==> config.mk <==
export PLATFORM = sky130hd
export DESIGN_NAME = input_port
export DESIGN_NICKNAME = d
export VERILOG_FILES = /design/src/noc_pkg.sv /design/src/xy_route_compute.sv /design/src/vc_flit_buffer.sv /design/src/flit_out_update.sv /design/src/input_port.sv
export VERILOG_INCLUDE_DIRS = /design/src
export SDC_FILE = /design/constraint.sdc
export NUM_CORES = 1
export LEC_CHECK = 0
export BUFFER_PORTS_ARGS = -buffer_cell sky130_fd_sc_hd__buf_2
export CAP_MARGIN = 0
export CORE_UTILIZATION = 30
export CTS_BUF_LIST = sky130_fd_sc_hd__clkbuf_4 sky130_fd_sc_hd__clkbuf_8
export DETAILED_ROUTE_END_ITERATION = 10
export SYNTH_ARGS = -nofsm -noshare
export SYNTH_HDL_FRONTEND = slang
export SYNTH_SLANG_ARGS = --single-unit
export TNS_END_PERCENT = 30
==> constraint.sdc <==
create_clock -name clk -period 2.3 [get_ports clk]
set_clock_uncertainty 0.15 [all_clocks]
set_input_delay 0.345 -clock clk [delete_from_list [all_inputs] [get_ports clk]]
set_output_delay 0.345 -clock clk [all_outputs]
set_load 0.05 [all_outputs]
==> src/noc_params.svh <==
`ifndef NOC_PARAMS_SVH
`define NOC_PARAMS_SVH

// virtual channels per input port
`define NOC_V 4

// flit slots in each VC buffer
`define NOC_B 4

// flit payload width
`define NOC_FPAY 32

// router address fields, x sits in the low bits of a header payload
`define NOC_AXW 3
`define NOC_AYW 3

// mesh router ports: local plus four directions
`define NOC_PORTS 5

`endif

==> src/noc_pkg.sv <==
`include "noc_params.svh"

package noc_pkg;

    typedef logic [`NOC_V-1:0]    vc_mask_t;   // one bit per VC
    typedef logic [`NOC_FPAY-1:0] payload_t;
    typedef logic [`NOC_AXW-1:0]  coord_x_t;
    typedef logic [`NOC_AYW-1:0]  coord_y_t;

    typedef struct packed {
        coord_x_t x;
        coord_y_t y;
    } router_addr_t;

    // output port encoding of a mesh router
    typedef enum logic [$clog2(`NOC_PORTS)-1:0] {
        PORT_LOCAL = 0,
        PORT_EAST  = 1,
        PORT_NORTH = 2,
        PORT_WEST  = 3,
        PORT_SOUTH = 4
    } port_id_t;

    typedef struct packed {
        logic     hdr;
        logic     tail;
        vc_mask_t vc;       // one-hot
        payload_t payload;
    } flit_t;

    typedef logic [$clog2(`NOC_B)-1:0]   buf_ptr_t;
    typedef logic [$clog2(`NOC_B+1)-1:0] buf_cnt_t;   // needs to hold B itself

endpackage

==> src/xy_route_compute.sv <==
`timescale 1ns/1ps
`include "noc_params.svh"

module xy_route_compute (
    input  noc_pkg::router_addr_t current_addr_i,
    input  noc_pkg::flit_t        flit_i,
    input  logic                  flit_we_i,
    output noc_pkg::vc_mask_t     hdr_wr_o,
    output noc_pkg::port_id_t     route_o
);

    noc_pkg::router_addr_t dest_addr;
    logic                  hdr_write;
    logic                  x_greater;
    logic                  x_less;
    logic                  y_greater;
    logic                  y_less;

    // destination lives in the low payload bits of a header, x first
    assign dest_addr.x = flit_i.payload[`NOC_AXW-1:0];
    assign dest_addr.y = flit_i.payload[`NOC_AXW+`NOC_AYW-1:`NOC_AXW];

    assign hdr_write = flit_we_i & flit_i.hdr;

    // one-hot strobe into the route register of the target VC
    assign hdr_wr_o = hdr_write ? flit_i.vc : '0;

    // coordinate compares, unsigned, no wraparound in a mesh
    assign x_greater = dest_addr.x > current_addr_i.x;
    assign x_less    = dest_addr.x < current_addr_i.x;
    assign y_greater = dest_addr.y > current_addr_i.y;
    assign y_less    = dest_addr.y < current_addr_i.y;

    // dimension order: resolve x first, then y
    always_comb begin
        if (x_greater) begin
            route_o = noc_pkg::PORT_EAST;
        end else if (x_less) begin
            route_o = noc_pkg::PORT_WEST;
        end else if (y_greater) begin
            route_o = noc_pkg::PORT_NORTH;
        end else if (y_less) begin
            route_o = noc_pkg::PORT_SOUTH;
        end else begin
            route_o = noc_pkg::PORT_LOCAL;    // arrived
        end
    end

endmodule

==> src/vc_flit_buffer.sv <==
`timescale 1ns/1ps
`include "noc_params.svh"

module vc_flit_buffer (
    input  logic                                  clk,
    input  logic                                  reset,
    input  noc_pkg::flit_t                        flit_i,
    input  logic                                  flit_we_i,
    input  noc_pkg::vc_mask_t                     hdr_wr_i,
    input  noc_pkg::port_id_t                     route_i,
    input  noc_pkg::vc_mask_t                     grant_i,
    output noc_pkg::flit_t    [`NOC_V-1:0]        front_flit_o,
    output noc_pkg::vc_mask_t                     ivc_request_o,
    output noc_pkg::port_id_t [`NOC_V-1:0]        dest_port_o,
    output noc_pkg::vc_mask_t                     flit_is_tail_o
);

    // circular pointer advance, wraps at buffer depth
    function automatic noc_pkg::buf_ptr_t ptr_inc(input noc_pkg::buf_ptr_t ptr);
        noc_pkg::buf_ptr_t nxt;
        if (ptr == noc_pkg::buf_ptr_t'(`NOC_B-1)) begin
            nxt = '0;
        end else begin
            nxt = ptr + 1'b1;
        end
        return nxt;
    endfunction

    for (genvar v = 0; v < `NOC_V; v++) begin : g_vc

        noc_pkg::flit_t    mem [`NOC_B];
        noc_pkg::buf_ptr_t rd_ptr;
        noc_pkg::buf_ptr_t wr_ptr;
        noc_pkg::buf_cnt_t count;
        noc_pkg::port_id_t route_q;
        logic              push;
        logic              pop;
        logic              not_empty;

        assign push = flit_we_i & flit_i.vc[v];   // upstream never overfills
        assign pop  = grant_i[v];                 // grant only hits a requesting VC

        // flit storage
        always_ff @(posedge clk) begin
            if (push) begin
                mem[wr_ptr] <= flit_i;
            end
        end

        always_ff @(posedge clk or posedge reset) begin
            if (reset) begin
                rd_ptr <= '0;
                wr_ptr <= '0;
                count  <= '0;
            end else begin
                if (push) begin
                    wr_ptr <= ptr_inc(wr_ptr);
                end
                if (pop) begin
                    rd_ptr <= ptr_inc(rd_ptr);
                end
                unique case ({push, pop})
                    2'b10:   count <= count + 1'b1;
                    2'b01:   count <= count - 1'b1;
                    default: count <= count;   // idle or push with pop
                endcase
            end
        end

        // route of the packet in flight on this VC
        // a new header only enters an empty VC, so this holds until the tail leaves
        always_ff @(posedge clk or posedge reset) begin
            if (reset) begin
                route_q <= noc_pkg::PORT_LOCAL;
            end else if (hdr_wr_i[v]) begin
                route_q <= route_i;
            end
        end

        assign not_empty = count != '0;

        // first-word fall-through view
        assign front_flit_o[v]   = mem[rd_ptr];
        assign ivc_request_o[v]  = not_empty;
        assign flit_is_tail_o[v] = not_empty & front_flit_o[v].tail;
        assign dest_port_o[v]    = route_q;

    end

endmodule

==> src/flit_out_update.sv <==
`timescale 1ns/1ps
`include "noc_params.svh"

module flit_out_update (
    input  logic                           clk,
    input  logic                           reset,
    input  noc_pkg::flit_t [`NOC_V-1:0]    front_flit_i,
    input  noc_pkg::vc_mask_t              grant_i,
    input  noc_pkg::vc_mask_t              assigned_ovc_i,
    output noc_pkg::flit_t                 flit_o,
    output logic                           flit_valid_o
);

    localparam int FLIT_W = $bits(noc_pkg::flit_t);

    logic [FLIT_W-1:0] mux_bits;
    noc_pkg::flit_t    granted_flit;
    noc_pkg::flit_t    flit_next;
    logic              any_grant;

    // and-or mux, grant is one-hot or zero
    always_comb begin
        mux_bits = '0;
        for (int v = 0; v < `NOC_V; v++) begin
            mux_bits = mux_bits | (front_flit_i[v] & {FLIT_W{grant_i[v]}});
        end
    end

    assign granted_flit = noc_pkg::flit_t'(mux_bits);
    assign any_grant    = |grant_i;

    // downstream VC replaces the input VC, rest of the flit untouched
    always_comb begin
        flit_next    = granted_flit;
        flit_next.vc = assigned_ovc_i;
    end

    always_ff @(posedge clk) begin
        if (any_grant) begin
            flit_o <= flit_next;
        end
    end

    always_ff @(posedge clk or posedge reset) begin
        if (reset) begin
            flit_valid_o <= 1'b0;
        end else begin
            flit_valid_o <= any_grant;   // one cycle after the grant
        end
    end

endmodule

==> src/input_port.sv <==
`timescale 1ns/1ps
`include "noc_params.svh"

module input_port (
    input  logic                                  clk,
    input  logic                                  reset,
    input  noc_pkg::router_addr_t                 current_addr_i,
    input  noc_pkg::flit_t                        flit_i,
    input  logic                                  flit_we_i,
    input  noc_pkg::vc_mask_t                     grant_i,
    input  noc_pkg::vc_mask_t                     assigned_ovc_i,
    output noc_pkg::vc_mask_t                     ivc_request_o,
    output noc_pkg::port_id_t [`NOC_V-1:0]        dest_port_o,
    output noc_pkg::vc_mask_t                     flit_is_tail_o,
    output noc_pkg::flit_t                        flit_o,
    output logic                                  flit_valid_o
);

    noc_pkg::vc_mask_t              hdr_wr;
    noc_pkg::port_id_t              route;
    noc_pkg::flit_t [`NOC_V-1:0]    front_flit;

    // header decode and XY route, same cycle as the write
    xy_route_compute xy_route (
        .current_addr_i (current_addr_i),
        .flit_i         (flit_i),
        .flit_we_i      (flit_we_i),
        .hdr_wr_o       (hdr_wr),
        .route_o        (route)
    );

    vc_flit_buffer flit_buffer (
        .clk            (clk),
        .reset          (reset),
        .flit_i         (flit_i),
        .flit_we_i      (flit_we_i),
        .hdr_wr_i       (hdr_wr),
        .route_i        (route),
        .grant_i        (grant_i),
        .front_flit_o   (front_flit),
        .ivc_request_o  (ivc_request_o),
        .dest_port_o    (dest_port_o),
        .flit_is_tail_o (flit_is_tail_o)
    );

    // granted flit out, one cycle later
    flit_out_update flit_update (
        .clk            (clk),
        .reset          (reset),
        .front_flit_i   (front_flit),
        .grant_i        (grant_i),
        .assigned_ovc_i (assigned_ovc_i),
        .flit_o         (flit_o),
        .flit_valid_o   (flit_valid_o)
    );

endmodule

---- After elaboration in Yosys (flattened, before gate mapping) ----
Memories as Yosys holds them, arrays and structs flattened.
Index checks and enable logic that the tools add are counted.
storage, ports and cells
  output and inout bits ................... 59
  bits in writable memories ............... 608
  memories kept ........................... 4
  word-level logic and storage cells ...... 111
  input bits .............................. 55
  flip-flop bits (word level) ............. 79
cells by class
  bitwise operators ....................... 16
  $add $sub $neg .......................... 16
  mux-type cells .......................... 25
  reduce and logical (&&, ||, !) cells .... 9
  $lt $le $gt $ge ......................... 4
  eq/ne operators ......................... 16
memories
  memory                   depth  width  read ports  clocked after Yosys merged registers in  wr ports  RTL line              text
  flit_buffer.g_vc[0].mem  4      38     1           0                                        1         vc_flit_buffer.sv:31  noc_pkg::flit_t mem [`NOC_B];
  flit_buffer.g_vc[1].mem  4      38     1           0                                        1         vc_flit_buffer.sv:31
  flit_buffer.g_vc[2].mem  4      38     1           0                                        1         vc_flit_buffer.sv:31
  flit_buffer.g_vc[3].mem  4      38     1           0                                        1         vc_flit_buffer.sv:31
operator list
  operator                                                             count
  38-bit AND                                                           4
  38-bit OR                                                            3
  2-bit == test (second input constant)                                12
  3-bit case mux with 2 select lines                                   4
  2-bit by 1-bit adder with 2-bit output (second input constant)       8
  2-bit two-way mux                                                    8
  3-bit by 1-bit adder with 3-bit output (second input constant)       4
  3-bit two-way mux                                                    4
  3-bit nonzero test                                                   4
  3-bit by 1-bit subtractor with 3-bit output (second input constant)  4
  1-bit AND                                                            9
  2-bit by 1-bit == test with 1-bit output (second input constant)     4
  1-bit two-way mux                                                    8
  2-bit nonzero test                                                   4
  3-bit greater-than comparator                                        2
  3-bit < comparator                                                   2
  4-bit two-way mux                                                    1
  4-bit OR reduction                                                   1

---- Logic depth before layout (Yosys ltp) ----
  depth in word-level cells ............... 5
  gate-level depth with buffers ........... 8
  depth with buffers taken out ............ 7

---- By module ----
A second synthesis with hierarchy kept.
second synthesis, totals
  cells, all modules ...................... 1156
  area total of the unflattened synthesis .. 26350.3 um2
by module, submodules not included
  module            area each (um2)  sequential area each (um2)  times used  cells an instance
  vc_flit_buffer    24244.5          19258.5                     1           970
  flit_out_update   1905.6           1166.1                      1           159
  xy_route_compute  200.2            0.0                         1           27

---- Worst setup path before layout ----
No wires, ideal clock.
  kind .................................... input-to-reg
  start point ............................. in flit_we_i
  end point ............................... mem flit_buffer.g_vc[0].mem[1][0] (netlist bit), enable pin
  cell stages on the path ................. 3
  path buffers ............................ 2
  setup time .............................. 0.395 ns
  data required time ...................... 1.755 ns
  arrival time ............................ 1.678 ns
  slack ................................... 0.078 ns
  cells stage by stage .................... clkbuf_1 -> clkbuf_1 -> and3_1
between the ends
  longest elaborated chain between the ends .. 3
ends and longest elaborated chain
  item                                     RTL line              text
  start, declared                          input_port.sv:9       input logic flit_we_i,
  1-bit AND                                vc_flit_buffer.sv:40  assign push = flit_we_i & flit_i.vc[v];
  1-bit two-way mux                        vc_flit_buffer.sv:45  if (push) begin
  1-bit two-way mux (not written as such)  vc_flit_buffer.sv:46  mem[wr_ptr] <= flit_i;
  end, declared                            vc_flit_buffer.sv:31
Every way passes these cells.

---- Worst setup path after layout ----
  start point ............................. reg flit_buffer.g_vc[2].rd_ptr[0]
  end point ............................... out flit_is_tail_o[2]
between the ends
  longest elaborated chain between the ends .. 2
ends and longest elaborated chain
  item                    RTL line              text
  start, declared         vc_flit_buffer.sv:32  noc_pkg::buf_ptr_t rd_ptr;
  start signal, assigned  vc_flit_buffer.sv:60  rd_ptr <= ptr_inc(rd_ptr);
  memory read 4 x 38 bit  -
  1-bit AND               vc_flit_buffer.sv:85  assign flit_is_tail_o[v] = not_empty & front_flit_o[v].tail;
  end, declared           input_port.sv:14      output noc_pkg::vc_mask_t flit_is_tail_o,
Every way passes these cells.

==> metrics.csv <==
metric;value;unit
fin_ws;-0.194;ns
numCtsBuffers;100;
most-common-layout-cells;582 x edfxtp_1, 150 x nand2_1, 107 x buf_2, 102 x clkbuf_8, 99 x mux4_1;
reg2reg_depth;6;
ys_warn_count;0;
ff2ff_setup_slack;0.08;ns
drv_cap;0;
synthesis.nets;1242;
path_clk_slew;0.06;ns
coreArea;80400;sq um
die_w;287;um
grt_max_degree;38;
violations;setup timing;
place_congestion;0.723;
placedCellCount;2326;
syn_inst;1153;
cts_tree;yes;
peakVddDrop;0.680;mV
worst-path-buf-inv;1;
fmax;401;MHz
via_per_inst;4.70;
grtUsageTotal;13.7;%
min_period;2.49;ns
portBuffers;113;
cts.sinks;623;
slowest_stage;mux4_2;
postSynth.asyncResetShare;6.58;%
r2r-end;flit_update.flit_o[10];
finalCritPeriodShare;108;%
r2r_start;flit_buffer.g_vc[3].rd_ptr[0];
grt-ovfl-total;0;
ys.flop_type;edfxtp_1;
hold_path_class;in2reg;
multi_input_area;5380;sq um
slew_viol_final;0;
start_util;30.3;%
cpPeakStageDelay;0.60;ns
start_kind;register;
power_per_cell_area;1100;nW/um^2
cts_buffer_depth;3;
crit_start;flit_buffer.g_vc[2].rd_ptr[0];
whs;0.0928;ns
yosysSeqAreaShare;75.9;%
setup_violations;4;
antenna_found_initial;3;
synth-seq-cells;623;
dp_hpwl;32200;um
grt_first_pass_wirelength;82600;um
hold_viol;0;
grt_pass1_vias;13000;
status;finished, violations left;
cp.required;1.80;ns
wl_per_cell;22.0;um
mostFrequentLayoutCell;edfxtp_1;
die_area;82400;sq um
htreeDepth;3;
synth-edff-count;582;
path_delay_family;multiplexers;
first_iter_violations;773;
fillers;7454;
end_kind;primary output;
worstSetupEndpoint;flit_is_tail_o[2];
rsz0062_at_grt;true;
clk_latency;0.70;ns
die_h;287;um
row_count;104;
first_pass_iters;5;
syn_avg_cell_area;21.1;sq um
final_core_util;36.2;%
crit_arrival;2.00;ns
nets;1512;
relSlewSlack;54.1;%
leakage;10.2;nW
tightest_slew;0.688;ns
drc;0;
regArea;18500;sq um
synthToLayoutAreaGrowth;19.3;%
postRouteAntennaNets;0;
ios;114;
yosysUniqueCellTypes;34;
crit_chain;mux4_2 > and2_4 > buf_6;
drive_gt1_share;28.1;%
path_class;reg2out;
totalWireLength;56300;um
cp.depth;3;
cts_root_buf;clkbuf_8;
crit_path_max_fanout;2;
dr_total_vias;12000;
netlist_area;24400;sq um
stdcell_count;2561;
[cell families (layout without fill, tap and decap cells)]
group / Yosys count / after routing / share of synthesized area [%]
flip-flops: 623 / 623 / 75.9
AND/OR/NAND/NOR: 226 / 226 / 4.16
multiplexers: 154 / 154 / 14.9
buffers and inverters: 81 / 428 / 2.16
adder cells (fa/ha/maj): 34 / 34 / 1.87
AO/OA/AOI/OAI: 23 / 23 / 0.560
XOR/XNOR: 12 / 12 / 0.431
other: 0 / 1 / 0
[area by class of cell]
cell class,instances,share of cell area (%)
well taps,1060,4.56
repair buffers,222,6.06
multi-input cells,449,18.5
diodes,1,0.00860
clock inverters,40,1.09
inverters,27,0.348
flip-flops and latches,623,63.6
clock buffers,139,5.78
[metal layers]
layer	share of wire (%)	GRT usage, %	wire [um]	up-vias
met3	4.1	2.50	2280	72
met4	1.8	4.40	1040	4
met5	0.048	0	27	-
li1	-	-	-	5277
met2	50	23.3	28400	253
met1	44	17.8	24600	6427
[report_power, final]
| group | leakage [nW] | switching (mW) | internal [mW] |
|---|---|---|---|
| registers | 5.79 | 0.583 | 13.9 |
| logic | 3.37 | 4.82 | 3.24 |
| clock network | 1.06 | 4.25 | 5.18 |
| total | 10.2 | 9.65 | 22.4 |
[cell usage after synthesis, drive strengths merged, types with 4 or more instances]
cell type,n,area [sq um]
nand2,150,563
and2,4,25.0
clkbuf,14,113
fa,4,80.1
mux2i,5,50.1
nand4,33,206
buf,39,304
nand3,5,25.0
nor2,6,22.5
xnor2,4,35.0
xor2,8,70.1
ha,30,375
and3,16,100
a21o,4,30.0
or3,4,25.0
mux2,13,146
mux4,136,3440
dfrtp,41,1030
o21ai,12,60.1
inv,27,101
edfxtp,582,17500
nor3,4,20.0
[tightest hold or removal path, cell delays in order]
cell	delay [ns]
buf_2	0.22
nand2_1	0.17
a21o_1	0.13
[what timing repair did]
action                                 CTS  global route
pin swaps                                0             0
hold buffers                            48             0
endpoints found under the hold margin  612             0
setup endpoints to repair                6             4
cloned                                   0             0
resized for setup                       17             1
buffers inserted                         5             2
[how the worst min path moves through the flow]
stage | cells after the start | slack [ns] | end | start
after floorplan | 1 | 0.28 | flit_buffer.g_vc[0].count[2] | flit_buffer.g_vc[0].count[2]
after global placement | 2 | 0.08 | flit_buffer.g_vc[3].count[0] | reset
after detailed placement | 2 | 0.08 | flit_buffer.g_vc[3].count[0] | reset
after CTS | 3 | 0.03 | flit_buffer.g_vc[1].wr_ptr[0] | flit_we_i
after global routing | 3 | 0.11 | flit_buffer.g_vc[1].wr_ptr[0] | flit_we_i
final | 3 | 0.09 | flit_buffer.g_vc[3].wr_ptr[0] | flit_we_i
[stage by stage]
stage	power [mW]	area, sq um	setup WS, ns	TNS, ns
finish	32.0	29100	-0.194	-0.695
floorplan	20.1	24400	0.0777	0
CTS	32.4	29100	-0.260	-0.955
global placement	22.5	26500	0.181	0
global route	33.4	29100	-0.245	-0.919
detailed placement	22.7	26500	0.0877	0
[state kept, by name (all words and copies together), names as in the netlist]
| register | flops |
|---|---|
| flit_buffer.g_vc.wr_ptr | 8 |
| flit_buffer.g_vc.count | 12 |
| flit_buffer.g_vc.mem | 544 |
| flit_update.flit_o | 38 |
| flit_buffer.g_vc.route_q | 12 |
| flit_update.flit_valid_o | 1 |
| flit_buffer.g_vc.rd_ptr | 8 |
Note: power is estimated with default switching activity, not from simulation.
